==> config.mk <==
export PLATFORM = sky130hd
export DESIGN_NAME = tpuDispatch
export DESIGN_NICKNAME = d
export VERILOG_FILES = /design/src/source/tpuDispatchPkg.sv /design/src/source/commandDecoder.sv /design/src/source/commandQueue.sv /design/src/source/unitDispatch.sv /design/src/source/tpuDispatch.sv
export VERILOG_INCLUDE_DIRS = /design/src /design/src/source
export SDC_FILE = /design/constraint.sdc
export NUM_CORES = 1
export LEC_CHECK = 0
export ABC_CLOCK_PERIOD_IN_PS = 5200
export BUFFER_PORTS_ARGS = -buffer_cell sky130_fd_sc_hd__buf_4
export CAP_MARGIN = 20
export CORE_MARGIN = 2
export CORE_UTILIZATION = 64
export CTS_BUF_LIST = sky130_fd_sc_hd__clkbuf_8
export DETAILED_ROUTE_END_ITERATION = 8
export PLACE_DENSITY = 0.87
export REMOVE_ABC_BUFFERS = 1
export SYNTH_ARGS = -nofsm -noshare
export SYNTH_HDL_FRONTEND = slang
export SYNTH_SLANG_ARGS = --single-unit
==> constraint.sdc <==
create_clock -name clk -period 5.2 [get_ports clk]
set_clock_uncertainty 0.15 [all_clocks]
set_input_delay 0.26 -clock clk [delete_from_list [all_inputs] [get_ports clk]]
set_output_delay 0.26 -clock clk [all_outputs]
set_load 0.02 [all_outputs]
==> src/source/tpuDispatch_params.svh <==
`ifndef TPU_DISPATCH_PARAMS_SVH
`define TPU_DISPATCH_PARAMS_SVH

// Field widths
`define INSTR_W      32
`define OPCODE_W     6
`define OPCLASS_W    2
`define REG_IDX_W    5
`define IMM_W        10
`define COUNT_W      8

// Queue depth, must be a power of two
`define QUEUE_DEPTH  4

// Low bit of each field in the instruction word, bit 0 reserved
`define OPCODE_LSB   26
`define DST_LSB      21
`define SRC1_LSB     16
`define SRC2_LSB     11
`define IMM_LSB      1

// Opcode sub-fields
`define VECTOR_BIT   3
`define SUBOP_W      3
`define SUBOP_MAX    3'd3

`endif

==> src/source/tpuDispatchPkg.sv <==
package tpuDispatchPkg;

	`include "tpuDispatch_params.svh"

	// ====================
	// Vector types
	// ====================

	// Raw host word
	typedef logic [`INSTR_W-1:0]    instrWord_t;

	// Top two bits hold the class, bit 3 asks for vector
	typedef logic [`OPCODE_W-1:0]   opCode_t;

	// 0 ALU, 1 MAC, 2 load/store, 3 control
	typedef logic [`OPCLASS_W-1:0]  opClass_t;

	typedef logic [`REG_IDX_W-1:0]  regIdx_t;
	typedef logic [`IMM_W-1:0]      imm_t;

	// Illegal word counter, saturating
	typedef logic [`COUNT_W-1:0]    count_t;

	// Queue read and write pointers
	typedef logic [$clog2(`QUEUE_DEPTH)-1:0] queuePtr_t;

	// Control class, always scalar
	localparam opClass_t CLASS_CTRL = 2'd3;

	// ====================
	// State machines
	// ====================

	typedef enum logic [1:0] {
		DEC_IDLE,
		DEC_PUSH,
		DEC_ACK
	} decState_t;

	typedef enum logic [1:0] {
		DISP_IDLE,
		DISP_REQ,
		DISP_RELEASE
	} dispState_t;

endpackage

==> src/source/commandDecoder.sv <==
`timescale 1ns/100ps

`include "tpuDispatch_params.svh"

module commandDecoder
	import tpuDispatchPkg::*;
(
	input  logic       clk,
	input  logic       rstN,
	input  logic       instrReq,
	input  instrWord_t instrWord,
	output logic       instrAck,
	input  logic       full,
	output logic       push,
	output opCode_t    opCode,
	output regIdx_t    dst,
	output regIdx_t    src1,
	output regIdx_t    src2,
	output imm_t       imm,
	output logic       toVector,
	output count_t     illegalCount
);

	decState_t state;

	opCode_t   wordOpCode;
	opClass_t  wordClass;
	logic      wordIsCtrl;
	logic      wordIllegal;
	logic      wordToVector;
	logic      latchWord;

	// ====================
	// Field split and rules
	// ====================

	assign wordOpCode   = instrWord[`OPCODE_LSB +: `OPCODE_W];
	assign wordClass    = wordOpCode[`OPCODE_W-1 -: `OPCLASS_W];
	assign wordIsCtrl   = (wordClass == CLASS_CTRL);

	// Control sub-ops above 3 are not defined
	assign wordIllegal  = wordIsCtrl && (wordOpCode[`SUBOP_W-1:0] > `SUBOP_MAX);

	// Control never goes to the vector unit
	assign wordToVector = wordOpCode[`VECTOR_BIT] && !wordIsCtrl;

	// Take a word only when the queue has room
	assign latchWord    = (state == DEC_IDLE) && instrReq && !full;

	// ====================
	// Host handshake FSM
	// ====================

	always_ff @(posedge clk or negedge rstN) begin
		if (!rstN) begin
			state        <= DEC_IDLE;
			push         <= 1'b0;
			instrAck     <= 1'b0;
			illegalCount <= '0;
		end else begin
			case (state)
				DEC_IDLE: begin
					if (latchWord) begin
						if (wordIllegal) begin
							// Dropped word, ack it and count
							state    <= DEC_ACK;
							instrAck <= 1'b1;
							if (illegalCount != '1) begin
								illegalCount <= illegalCount + 1'b1;
							end
						end else begin
							state <= DEC_PUSH;
							push  <= 1'b1;
						end
					end
				end
				DEC_PUSH: begin
					push     <= 1'b0;
					instrAck <= 1'b1;
					state    <= DEC_ACK;
				end
				DEC_ACK: begin
					// Wait for the host to release req
					if (!instrReq) begin
						instrAck <= 1'b0;
						state    <= DEC_IDLE;
					end
				end
				default: state <= DEC_IDLE;
			endcase
		end
	end

	// Decoded fields, held for the push cycle
	always_ff @(posedge clk) begin
		if (latchWord) begin
			opCode   <= wordOpCode;
			dst      <= instrWord[`DST_LSB +: `REG_IDX_W];
			src1     <= instrWord[`SRC1_LSB +: `REG_IDX_W];
			src2     <= instrWord[`SRC2_LSB +: `REG_IDX_W];
			imm      <= instrWord[`IMM_LSB +: `IMM_W];
			toVector <= wordToVector;
		end
	end

	pushNotFull: assert property (@(posedge clk) disable iff (!rstN) push |-> !full);

endmodule

==> src/source/commandQueue.sv <==
`timescale 1ns/100ps

`include "tpuDispatch_params.svh"

module commandQueue
	import tpuDispatchPkg::*;
(
	input  logic    clk,
	input  logic    rstN,
	input  logic    push,
	input  logic    pop,
	input  opCode_t opCode,
	input  regIdx_t dst,
	input  regIdx_t src1,
	input  regIdx_t src2,
	input  imm_t    imm,
	input  logic    toVector,
	output opCode_t headOpCode,
	output regIdx_t headDst,
	output regIdx_t headSrc1,
	output regIdx_t headSrc2,
	output imm_t    headImm,
	output logic    headToVector,
	output logic    full,
	output logic    empty
);

	localparam int PTR_W   = $bits(queuePtr_t);
	localparam int ENTRY_W = `OPCODE_W + 3 * `REG_IDX_W + `IMM_W + 1;

	logic [ENTRY_W-1:0] entries [`QUEUE_DEPTH];
	logic [ENTRY_W-1:0] headEntry;

	queuePtr_t        wrPtr;
	queuePtr_t        rdPtr;
	logic [PTR_W:0]   occupancy;

	// ====================
	// Storage
	// ====================

	// One packed entry per command
	always_ff @(posedge clk) begin
		if (push) begin
			entries[wrPtr] <= {opCode, dst, src1, src2, imm, toVector};
		end
	end

	assign headEntry = entries[rdPtr];
	assign {headOpCode, headDst, headSrc1, headSrc2, headImm, headToVector} = headEntry;

	// ====================
	// Pointers and count
	// ====================

	// Depth is a power of two so the pointers wrap on their own
	always_ff @(posedge clk or negedge rstN) begin
		if (!rstN) begin
			wrPtr     <= '0;
			rdPtr     <= '0;
			occupancy <= '0;
		end else begin
			if (push) begin
				wrPtr <= wrPtr + 1'b1;
			end
			if (pop) begin
				rdPtr <= rdPtr + 1'b1;
			end
			case ({push, pop})
				2'b10:   occupancy <= occupancy + 1'b1;
				2'b01:   occupancy <= occupancy - 1'b1;
				default: occupancy <= occupancy;
			endcase
		end
	end

	assign full  = (occupancy == (PTR_W + 1)'(`QUEUE_DEPTH));
	assign empty = (occupancy == '0);

	noPopEmpty: assert property (@(posedge clk) disable iff (!rstN) pop |-> !empty);
	noPushFull: assert property (@(posedge clk) disable iff (!rstN) push |-> !full);

endmodule

==> src/source/unitDispatch.sv <==
`timescale 1ns/100ps

module unitDispatch
	import tpuDispatchPkg::*;
(
	input  logic    clk,
	input  logic    rstN,
	input  logic    empty,
	input  opCode_t headOpCode,
	input  regIdx_t headDst,
	input  regIdx_t headSrc1,
	input  regIdx_t headSrc2,
	input  imm_t    headImm,
	input  logic    headToVector,
	output logic    pop,
	output logic    sReq,
	input  logic    sAck,
	output opCode_t sOpCode,
	output regIdx_t sDst,
	output regIdx_t sSrc1,
	output regIdx_t sSrc2,
	output imm_t    sImm,
	output logic    vReq,
	input  logic    vAck,
	output opCode_t vOpCode,
	output regIdx_t vDst,
	output regIdx_t vSrc1,
	output regIdx_t vSrc2,
	output imm_t    vImm
);

	dispState_t state;

	logic selVector;
	logic ackSel;
	logic loadCmd;
	logic loadScalar;
	logic loadVector;

	// Ack of whichever port holds the command
	assign ackSel     = selVector ? vAck : sAck;
	assign loadCmd    = (state == DISP_IDLE) && !empty;
	assign loadScalar = loadCmd && !headToVector;
	assign loadVector = loadCmd && headToVector;

	// Pop once the unit has dropped its ack
	assign pop     = (state == DISP_RELEASE) && !ackSel;

	// ====================
	// Port handshake FSM
	// ====================

	always_ff @(posedge clk or negedge rstN) begin
		if (!rstN) begin
			state     <= DISP_IDLE;
			selVector <= 1'b0;
			sReq      <= 1'b0;
			vReq      <= 1'b0;
		end else begin
			case (state)
				DISP_IDLE: begin
					if (loadCmd) begin
						selVector <= headToVector;
						sReq      <= !headToVector;
						vReq      <= headToVector;
						state     <= DISP_REQ;
					end
				end
				DISP_REQ: begin
					if (ackSel) begin
						sReq  <= 1'b0;
						vReq  <= 1'b0;
						state <= DISP_RELEASE;
					end
				end
				DISP_RELEASE: begin
					if (!ackSel) begin
						state <= DISP_IDLE;
					end
				end
				default: state <= DISP_IDLE;
			endcase
		end
	end

	// ====================
	// Port steering
	// ====================

	// A pop clears both ports and a load zeroes the one not chosen
	always_ff @(posedge clk or negedge rstN) begin
		if (!rstN) begin
			sOpCode <= '0;
			sDst    <= '0;
			sSrc1   <= '0;
			sSrc2   <= '0;
			sImm    <= '0;
			vOpCode <= '0;
			vDst    <= '0;
			vSrc1   <= '0;
			vSrc2   <= '0;
			vImm    <= '0;
		end else if (pop || loadCmd) begin
			sOpCode <= loadScalar ? headOpCode : '0;
			sDst    <= loadScalar ? headDst : '0;
			sSrc1   <= loadScalar ? headSrc1 : '0;
			sSrc2   <= loadScalar ? headSrc2 : '0;
			sImm    <= loadScalar ? headImm : '0;
			vOpCode <= loadVector ? headOpCode : '0;
			vDst    <= loadVector ? headDst : '0;
			vSrc1   <= loadVector ? headSrc1 : '0;
			vSrc2   <= loadVector ? headSrc2 : '0;
			vImm    <= loadVector ? headImm : '0;
		end
	end

	oneReq: assert property (@(posedge clk) disable iff (!rstN) !(sReq && vReq));

endmodule

==> src/source/tpuDispatch.sv <==
`timescale 1ns/100ps

module tpuDispatch
	import tpuDispatchPkg::*;
(
	input  logic       clk,
	input  logic       rstN,
	input  logic       instrReq,
	input  instrWord_t instrWord,
	output logic       instrAck,
	output logic       sReq,
	input  logic       sAck,
	output opCode_t    sOpCode,
	output regIdx_t    sDst,
	output regIdx_t    sSrc1,
	output regIdx_t    sSrc2,
	output imm_t       sImm,
	output logic       vReq,
	input  logic       vAck,
	output opCode_t    vOpCode,
	output regIdx_t    vDst,
	output regIdx_t    vSrc1,
	output regIdx_t    vSrc2,
	output imm_t       vImm,
	output count_t     illegalCount
);

	// Decoder to queue
	logic    push;
	logic    full;
	opCode_t opCode;
	regIdx_t dst;
	regIdx_t src1;
	regIdx_t src2;
	imm_t    imm;
	logic    toVector;

	// Queue to dispatcher
	logic    pop;
	logic    empty;
	opCode_t headOpCode;
	regIdx_t headDst;
	regIdx_t headSrc1;
	regIdx_t headSrc2;
	imm_t    headImm;
	logic    headToVector;

	commandDecoder u_decoder (
		.clk, .rstN,
		.instrReq, .instrWord, .instrAck,
		.full, .push,
		.opCode, .dst, .src1, .src2, .imm, .toVector,
		.illegalCount
	);

	commandQueue u_queue (
		.clk, .rstN,
		.push, .pop,
		.opCode, .dst, .src1, .src2, .imm, .toVector,
		.headOpCode, .headDst, .headSrc1, .headSrc2, .headImm, .headToVector,
		.full, .empty
	);

	unitDispatch u_dispatch (
		.clk, .rstN,
		.empty,
		.headOpCode, .headDst, .headSrc1, .headSrc2, .headImm, .headToVector,
		.pop,
		.sReq, .sAck, .sOpCode, .sDst, .sSrc1, .sSrc2, .sImm,
		.vReq, .vAck, .vOpCode, .vDst, .vSrc1, .vSrc2, .vImm
	);

endmodule

==> results of run 1 <==
[synthesized netlist by cell type, types with 3 or more instances]
library cell	n
edfxtp_1	160
dfrtp_1	86
a22o_1	62
mux4_2	32
buf_2	14
inv_1	9
xor2_1	9
a21oi_1	6
ha_1	6
clkbuf_1	5
nor2_1	5
and2_1	4
buf_6	4
nand2_1	4
nand3_1	4
nor3_1	4
nor4_1	4
nand2b_1	3
nor2b_1	3
o21ai_0	3
[kinds of logic (layout without fill, tap and decap cells)]
family	count (synthesis)	count (layout)	synth area share
fa+ha+maj	7	7	0.0106
mux	36	36	0.0851
flops	246	246	0.776
compound gates	81	81	0.0746
xor+xnor	11	11	0.0107
buf+inv	32	228	0.0187
simple gates	37	37	0.0246
[state kept, by name, summed over array words and instances, names as in the netlist, 6 cells and up]
name	count
u_decoder.illegalCount	8
u_decoder.imm	10
u_decoder.opCode	6
u_dispatch.sImm	10
u_dispatch.sOpCode	6
u_dispatch.vImm	10
u_dispatch.vOpCode	6
u_queue.entries	128
[metrics by stage]
step / utilization / cells / worst slack [ns] / total power [mW] / instance area [um2]
6_report: 0.799 / 826 / 2.61 / 6.91 / 11000
5_1_grt: 0.799 / 826 / 2.57 / 7.24 / 11000
4_1_cts: 0.797 / 825 / 2.77 / 6.89 / 11000
3_5_place_dp: 0.721 / 720 / 2.80 / 5.43 / 9930
3_3_place_gp: 0.721 / 720 / 2.91 / 5.26 / 9930
2_1_floorplan: - / 427 / 1.64 / 4.56 / 8830
[worst reg2reg max path, cell delays in order, from the launching register on]
cell and delay (ns):
dfrtp_1 0.41, mux2_2 0.38, nor2_2 0.29, ha_1 0.26, inv_1 0.10, fa_1 0.45
xor2_1 0.18, nor2_1 0.13, xor2_1 0.17
[power groups by stage]
stage | Combinational, mW | Clock [mW] | Sequential, mW
2_1_floorplan | 1.15 | 0 | 3.41
3_3_place_gp | 2.10 | 0 | 3.16
6_report | 2.26 | 1.44 | 3.21
4_1_cts | 2.24 | 1.45 | 3.20
3_5_place_dp | 2.20 | 0 | 3.23
5_1_grt | 2.41 | 1.56 | 3.27
[per-layer routing]
| layer | vias to the layer above | track usage | routed length, um |
|---|---|---|---|
| met5 | - | 0 | 0 |
| met2 | 245 | 0.426 | 9620 |
| met4 | 0 | 0.0898 | 441 |
| met1 | 2539 | 0.321 | 6710 |
| met3 | 43 | 0.0572 | 1300 |
| li1 | 2131 | - | - |
[placed cells by master (no fill, tap or decap), types with 9 or more instances in the layout]
cell,synthesis,layout
dfrtp_1,86,85
clkinv_1,0,14
inv_1,9,19
clkbuf_8,0,41
edfxtp_1,160,160
a22o_1,62,62
mux4_2,32,32
dlygate4sd3_1,0,36
xor2_1,9,9
buf_4,0,113
[final timing paths]
check / from / to / slack [ns] / depth (start not counted)
max: u_dispatch.selVector / u_queue.occupancy[2] / 2.61 / 8
max in group asynchronous: rstN / u_queue.rdPtr[0] / 4.30 / 3
min: rstN / u_decoder.illegalCount[7] / -0.01 / 2
min in group clk: instrWord[27] / u_decoder.opCode[1] / 0.29 / 2
max reg2reg: u_dispatch.selVector / u_queue.occupancy[2] / 2.61 / 8
min reg2reg: u_decoder.src1[0] / u_queue.entries[1][16] / 0.34 / 0
[cell type report]
cell class,instances,area (um2),area share
Timing Repair Buffer,150,1240,0.112
Clock inverter,28,118,0.0107
Tap cell,180,225,0.0205
Inverter,9,33.8,0.00307
Multi-Input combinational cell,172,1870,0.170
Clock buffer,41,564,0.0513
Sequential cell,246,6960,0.632
[what timing repair did]
item,CTS,global route
setup buffers,0,0
endpoints found under the hold margin,123,0
hold buffers,36,0
endpoints found under the setup margin,0,0
==> results_dict.tcl, run 1 <==
set metrics [dict create \
    status "complete, but fails checks" \
    violations "hold timing" \
    grt_usage 0.251 \
    timing.critical_path.buf_inv 1 \
    min_path_type "in2async" \
    p_switching_mw 2.36 \
    clockPowerShare 0.209 \
    htreeDepth 2 \
    crit_top_cell "xor2_1" \
    worst-setup-path-type "reg2reg" \
    startpoint_type "flop" \
    timing.slew.headroom 0.312 \
    nets 661 \
    diodes 0 \
    cp_slowest_cell "fa_1" \
    async_reset_ff_frac 0.350 \
    synth.top_cell.area_share 0.536 \
    cts_tree "yes" \
    numCtsBuffers 38 \
    setup_viol 0 \
    ctsResizeCount 0 \
    syn-cell-area_um2 8970 \
    drt-total-wl_mm 18.1 \
    whs_ns -0.0132 \
    powerDensity_nw_per_um2 628 \
    ios 110 \
    drt_iter0_markers 341 \
    clk_pin_slew_ns 0.07 \
    synth-main-ff-cell "edfxtp_1" \
    fillers 670 \
    synth_cells 450 \
    drtAntennaViolNets 0 \
    combinationalPowerShare 0.327 \
    path_cells "mux2_2 > nor2_2 > ha_1 > inv_1 > fa_1 > xor2_1 > nor2_1 > xor2_1" \
    io_buffers 108 \
    power_frac_seq 0.464 \
    die_area_um2 15000 \
    antenna_found_initial 0 \
    layout-drive-gt1-share 0.320 \
    internal_power_mw 4.56 \
    critical_path.top_delay_family "adder cells" \
    switching_share 0.341 \
    synthTopCellsByArea "edfxtp_1 54%, dfrtp_1 24%, mux4_2 8.0%" \
    worst_slew_pin_slew_ns 1.03 \
    period_needed_ns 2.59 \
    synth-edff-count 160 \
    die_width_um 122 \
    ir_drop_mv 0.378 \
    rows 43 \
    grt_max_degree 87 \
    yosys.cell_types.count 38 \
    gp_congestion 0.802 \
    dieHeight_um 122 \
    root_buffer "clkbuf_8" \
    cp_data_required_time_ns 5.50 \
    max_freq_ghz 0.386 \
    wire_per_inst_um 21.9 \
    avgSynthCellArea_um2 19.9 \
    drcViolationCount 0 \
    cp.arrival_ns 2.89 \
    grt_pass1_wl_mm 27.7 \
    drv_slew 0 \
    synth_largest_area_cell "edfxtp_1" \
    avgViaCountPerCell 6.00 \
    dpl.hpwl_mm 9.97 \
    drtPass1Iterations 4 \
    p_leak_nw 4.43 \
    start_util 0.651 \
    rsz0062_at_grt "false" \
    vias 4958 \
    syn_to_final_growth_pct 22.7 \
    end_kind "flop" \
    critPathMaxFanout 4 \
    hold_viol_final 12 \
    clk_latency_ns 0.53 \
    yosysWarningCount 0 \
    core_region_area_um2 13800 \
    drv_cap 0 \
    cts_sinks 246 \
    grt_overflow_total 0 \
    grt_pass1_vias 5192 \
    clock_path_buffers 3 \
    ys_seq_area_frac 0.776 \
    tns_ns 0 \
    worst_path_largest_cell_delay_ns 0.45 \
    synth_seq_cells 246 \
    post-route-period-util 0.498 \
]
Note: power is estimated with default switching activity, not from simulation.
==> run 2, diff against run 1 <==
Settings changed: ABC_CLOCK_PERIOD_IN_PS 5200 to 2390, CORE_UTILIZATION 64 to 60, PLACE_DENSITY 0.87 to 0.82.
Clock period 5.2 ns to 2.39 ns, I/O delays scaled along.
==> run 2 against run 1 <==
Effect of this change: the flow now finishes without violations; count of clock-buffer cells in the layout down 3; routed wire length rose by 2.5%; register-to-register slack worse by 2.5 ns; worst setup slack got worse by 2.5 ns; cell count rose by 2.2%; cell area up 2.0%; fmax increased by 13%.
==> results_dict.tcl, run 2 (synthesized netlist as in run 1, its figures left out) <==
set metrics [dict create \
    status "finished, final reports clean" \
    numCtsBuffers 38 \
    grt_usage 0.241 \
    cts_tree "yes" \
    io_buffers 108 \
    tns_ns 0 \
    end_kind "flop" \
    post-route-period-util 0.963 \
    ir_drop_mv 0.805 \
    core_region_area_um2 14600 \
    cp_slowest_cell "dfrtp_1" \
    largest_reg_flops 128 \
    worst_slew_pin_slew_ns 0.991 \
    drcViolationCount 0 \
    fin_ws_ns 0.0893 \
    mostFrequentLayoutCells "160 x edfxtp_1, 121 x buf_4, 83 x dfrtp_1" \
    powerDensity_nw_per_um2 1390 \
    startpoint_type "flop" \
    drv_slew 0 \
    clk_pin_slew_ns 0.07 \
    finalPower_mw 15.6 \
    layout-drive-gt1-share 0.340 \
    cp_data_required_time_ns 2.68 \
    drtPass1Iterations 6 \
    grt_pass1_vias 5373 \
    pre_cts_slack_ns 0.0143 \
    vias 4930 \
    gp_congestion 0.801 \
    clk_latency_ns 0.53 \
    htreeDepth 2 \
    drtAntennaViolNets 0 \
    syn_to_final_growth_pct 25.1 \
    fillers 735 \
    antenna_found_initial 1 \
    rows 44 \
    nets 674 \
    avgViaCountPerCell 5.84 \
    clock_path_buffers 3 \
    crit_top_cell "xor2_1" \
    cp.arrival_ns 2.59 \
    drt-total-wl_mm 18.5 \
    root_buffer "clkbuf_8" \
    critPathMaxFanout 3 \
    rsz0062_at_grt "true" \
    die_width_um 126 \
    p_leak_nw 4.55 \
    dieHeight_um 126 \
    timing.critical_path.buf_inv 1 \
    critical_path.top_delay_family "adder cells" \
    dpl.hpwl_mm 10.8 \
    grt_pass1_wl_mm 29.0 \
    drv_cap 0 \
    max_freq_ghz 0.435 \
    grt_overflow_total 0 \
    hold_viol_final 0 \
    worst-setup-path-type "reg2reg" \
    wire_per_inst_um 22.0 \
    cts_sinks 246 \
    min_path_type "in2async" \
    start_util 0.615 \
    die_area_um2 15900 \
    worst_path_largest_cell_delay_ns 0.40 \
    path_cells "mux2_2 > nor2_4 > ha_2 > inv_1 > fa_1 > xor2_1 > nor2_1 > xor2_1" \
    grt_max_degree 52 \
    period_needed_ns 2.30 \
    timing.slew.headroom 0.338 \
    drt_iter0_markers 405 \
    cts_setup_buffers 0 \
    setup_viol 0 \
    r2r_setup_slack_ns 0.09 \
    ios 110 \
    largest-register "u_queue.entries" \
    final_common_cell "edfxtp_1" \
]
run 2: cell count changes in the layout (fill, tap and decap cells not counted), sizes merged:
cell / before / now
buf: 114 / 127
bufinv: 0 / 3
clkbuf: 41 / 38
clkinv: 16 / 8
clkinvlp: 0 / 2
diode: 0 / 1
inv: 21 / 27
run 2: path summary, 6_finish.rpt:
kind                            depth (start not counted)                  from                         to
worst max-delay path                                    8  u_dispatch.selVector       u_queue.occupancy[2]
max in group asynchronous                               3                  rstN  u_decoder.illegalCount[1]
worst min register to register                          0      u_decoder.imm[0]      u_queue.entries[0][1]
worst max register to register                          8  u_dispatch.selVector       u_queue.occupancy[2]
worst min-delay path                                    2                  rstN  u_decoder.illegalCount[5]
min in group clk                                        2         instrWord[17]          u_decoder.src1[1]
run 2: worst register-to-register path, delay by kind of cell, from the launching register on:
| kind | cells | cell delay (ns) |
|---|---|---|
| and+or+nand+nor | 2 | 0.28 |
| adders and majority gates | 2 | 0.62 |
| xor gates and xnor gates | 2 | 0.31 |
| buffers and inverters | 1 | 0.07 |
| DFF | 1 | 0.40 |
| muxes | 1 | 0.39 |
run 2: per-stage QoR:
stage | hold slack (ns) | instance area (um2) | util | std cells
2_1_floorplan | -0.326 | 8830 | - | 427
3_5_place_dp | 0.0506 | 10100 | 0.692 | 737
4_1_cts | 0.0297 | 11200 | 0.767 | 842
5_1_grt | 0.0747 | 11200 | 0.769 | 844
6_report | 0.0188 | 11200 | 0.769 | 844
3_3_place_gp | 0.0339 | 10100 | 0.692 | 737
run 2: repair_timing:
action,in CTS,in global routing
hold buffers,36,0
resized for setup,0,4
setup endpoints to repair,0,15
endpoints found under the hold margin,126,0
run 2: routing by layer:
metal | wire length, um | vias to the layer above | GRT usage
met5 | 0 | - | 0
li1 | - | 2166 | -
met1 | 7080 | 2566 | 0.291
met4 | 308 | 0 | 0.0776
met2 | 10100 | 172 | 0.428
met3 | 1060 | 26 | 0.0607
run 2: layout make-up:
class                           instances  area [um2]  area share
Tap cell                              184         230      0.0205
Sequential cell                       246        6960       0.620
Clock inverter                         31         210      0.0187
Multi-Input combinational cell        172        1880       0.168
Timing Repair Buffer                  163        1380       0.123
Inverter                                9        33.8     0.00301
Antenna cell                            1        2.50    0.000223
Clock buffer                           38         523      0.0466
run 2: where the power goes:
group	switching [mW]	internal, mW
combinational	2.97	2.35
clock	1.57	1.82
sequential	0.689	6.20
total	5.22	10.4
==> run 3, diff against run 2 <==
Settings changed: CORE_UTILIZATION 60 to 57, CTS_BUF_LIST sky130_fd_sc_hd__clkbuf_8 to unset, PLACE_DENSITY 0.82 to 0.78.
==> run 3 against run 2 <==
Effect of this change: power fell by 1.8%; utilization down 3.7 points; critical path depth decreased by 4; sequential power about the same; via count shrank 4.1%; cell count decreased by 0.36%; fmax grew 4.7%; cell area is 0.12% lower; clock power is 1% lower; count of clock-buffer cells in the layout shrank 8; global-route usage fell by 3.6 points; non-clock buffer count is 3 lower; largest power group unchanged.
==> results_dict.tcl, run 3 (synthesized netlist as in run 1, its figures left out) <==
set metrics [dict create \
    cts_tree "yes" \
    timing.slew.headroom 0.379 \
    largest_reg_flops 128 \
    layout-drive-gt1-share 0.324 \
    io_buffers 108 \
    largest-register "u_queue.entries" \
    antenna_found_initial 1 \
    cts_setup_buffers 0 \
    powerDensity_nw_per_um2 1370 \
    clockPowerShare 0.219 \
    power_frac_seq 0.448 \
    cp.arrival_ns 2.48 \
    combinationalPowerShare 0.333 \
    period_needed_ns 2.20 \
    grt_pass1_vias 4892 \
    drtPass1Iterations 6 \
    grt_max_degree 55 \
    drv_cap 0 \
    numCtsBuffers 23 \
    drcViolationCount 0 \
    final_common_cell "edfxtp_1" \
    setup_viol 0 \
    grt_pass1_wl_mm 25.9 \
    cts_sinks 246 \
    internal_power_mw 10.4 \
    ir_drop_mv 0.843 \
    hold_viol_final 0 \
    p_leak_nw 4.45 \
    place_area_um2 10100 \
    design_area_um2 11200 \
    worst-setup-path-type "reg2reg" \
    dieHeight_um 129 \
    nets 656 \
    mostFrequentLayoutCells "160 x edfxtp_1, 116 x buf_4, 84 x dfrtp_1" \
    finalPower_mw 15.3 \
    gp_congestion 0.781 \
    tns_ns 0 \
    avgViaCountPerCell 5.62 \
    drtAntennaViolNets 0 \
    wire_per_inst_um 19.8 \
    cp_data_required_time_ns 2.67 \
    syn_to_final_growth_pct 24.9 \
    rsz0062_at_grt "false" \
    grt_overflow_total 0 \
    post-route-period-util 0.919 \
    drt_iter0_markers 269 \
    critPathMaxFanout 33 \
    min_path_type "in2reg" \
    vias 4727 \
    grt_usage 0.204 \
    drt-total-wl_mm 16.6 \
    drv_slew 0 \
    end_kind "flop" \
    core_region_area_um2 15300 \
    final_core_util 0.732 \
    ios 110 \
    worst_slew_pin_slew_ns 0.930 \
    clk_latency_ns 0.50 \
    clock_path_buffers 3 \
    htreeDepth 1 \
    die_width_um 129 \
    status "finished, final reports clean" \
    rows 45 \
    root_buffer "clkbuf_16" \
    start_util 0.586 \
    switching_share 0.322 \
    clk_pin_slew_ns 0.07 \
    max_freq_ghz 0.455 \
    die_area_um2 16800 \
    p_switching_mw 4.93 \
    dpl.hpwl_mm 10.1 \
    startpoint_type "flop" \
    whs_ns 0.185 \
]
==> run 3: metal layers <==
metal	track usage	vias to the layer above	routed length, um
li1	-	2115	-
met2	0.378	137	8940
met3	0.0339	26	659
met5	0	-	0
met1	0.256	2449	6740
met4	0.0443	0	290
==> run 3: timing repair <==
item | CTS | global route
hold buffers | 38 | 0
hold endpoints to repair | 125 | 0
resized for setup | 0 | 0
==> run 3: through the flow <==
| stage | std cells | setup WS [ns] |
|---|---|---|
| 3_3_place_gp | 760 | 0.292 |
| 6_report | 841 | 0.193 |
| 4_1_cts | 840 | 0.199 |
| 5_1_grt | 841 | 0.0986 |
| 2_1_floorplan | 427 | -1.17 |
| 3_5_place_dp | 760 | 0.216 |
==> run 3: power groups by stage <==
stage	registers [mW]	logic [mW]	clock network, mW
6_report	6.86	5.10	3.35
5_1_grt	6.98	5.51	3.60
3_3_place_gp	6.79	4.94	0
3_5_place_dp	6.92	5.11	0
4_1_cts	6.85	5.19	3.42
2_1_floorplan	7.41	2.47	0
==> run 3: critical path: stages (launching register included) <==
cell     delay (ns)
dfrtp_1        0.47
nor3_1         0.09
or3_4          0.39
nor2b_4        0.73
a22o_1         0.25
==> run 3: final timing paths <==
| path | from | to | slack [ns] | depth (start not counted) |
|---|---|---|---|---|
| min in group asynchronous | rstN | u_decoder.illegalCount[7] | 0.53 | 4 |
| hold / removal | instrWord[5] | u_decoder.imm[4] | 0.18 | 2 |
| setup / recovery | u_queue.occupancy[2] | u_dispatch.vOpCode[5] | 0.19 | 4 |
| max in group asynchronous | rstN | u_dispatch.sDst[0] | 1.27 | 4 |
| hold reg to reg | u_decoder.opCode[4] | u_queue.entries[1][30] | 0.35 | 0 |
| setup reg to reg | u_queue.occupancy[2] | u_dispatch.vOpCode[5] | 0.19 | 4 |
==> run 3: layout make-up <==
cell class              instances  area (um2)
clock inverters                12        91.3
multi-input cells             172        1870
flip-flops and latches        246        6960
well taps                     211         264
clock buffers                  30         602
repair buffers                160        1380
inverters                       9        33.8
diodes                          1        2.50
fillers                       947        4110
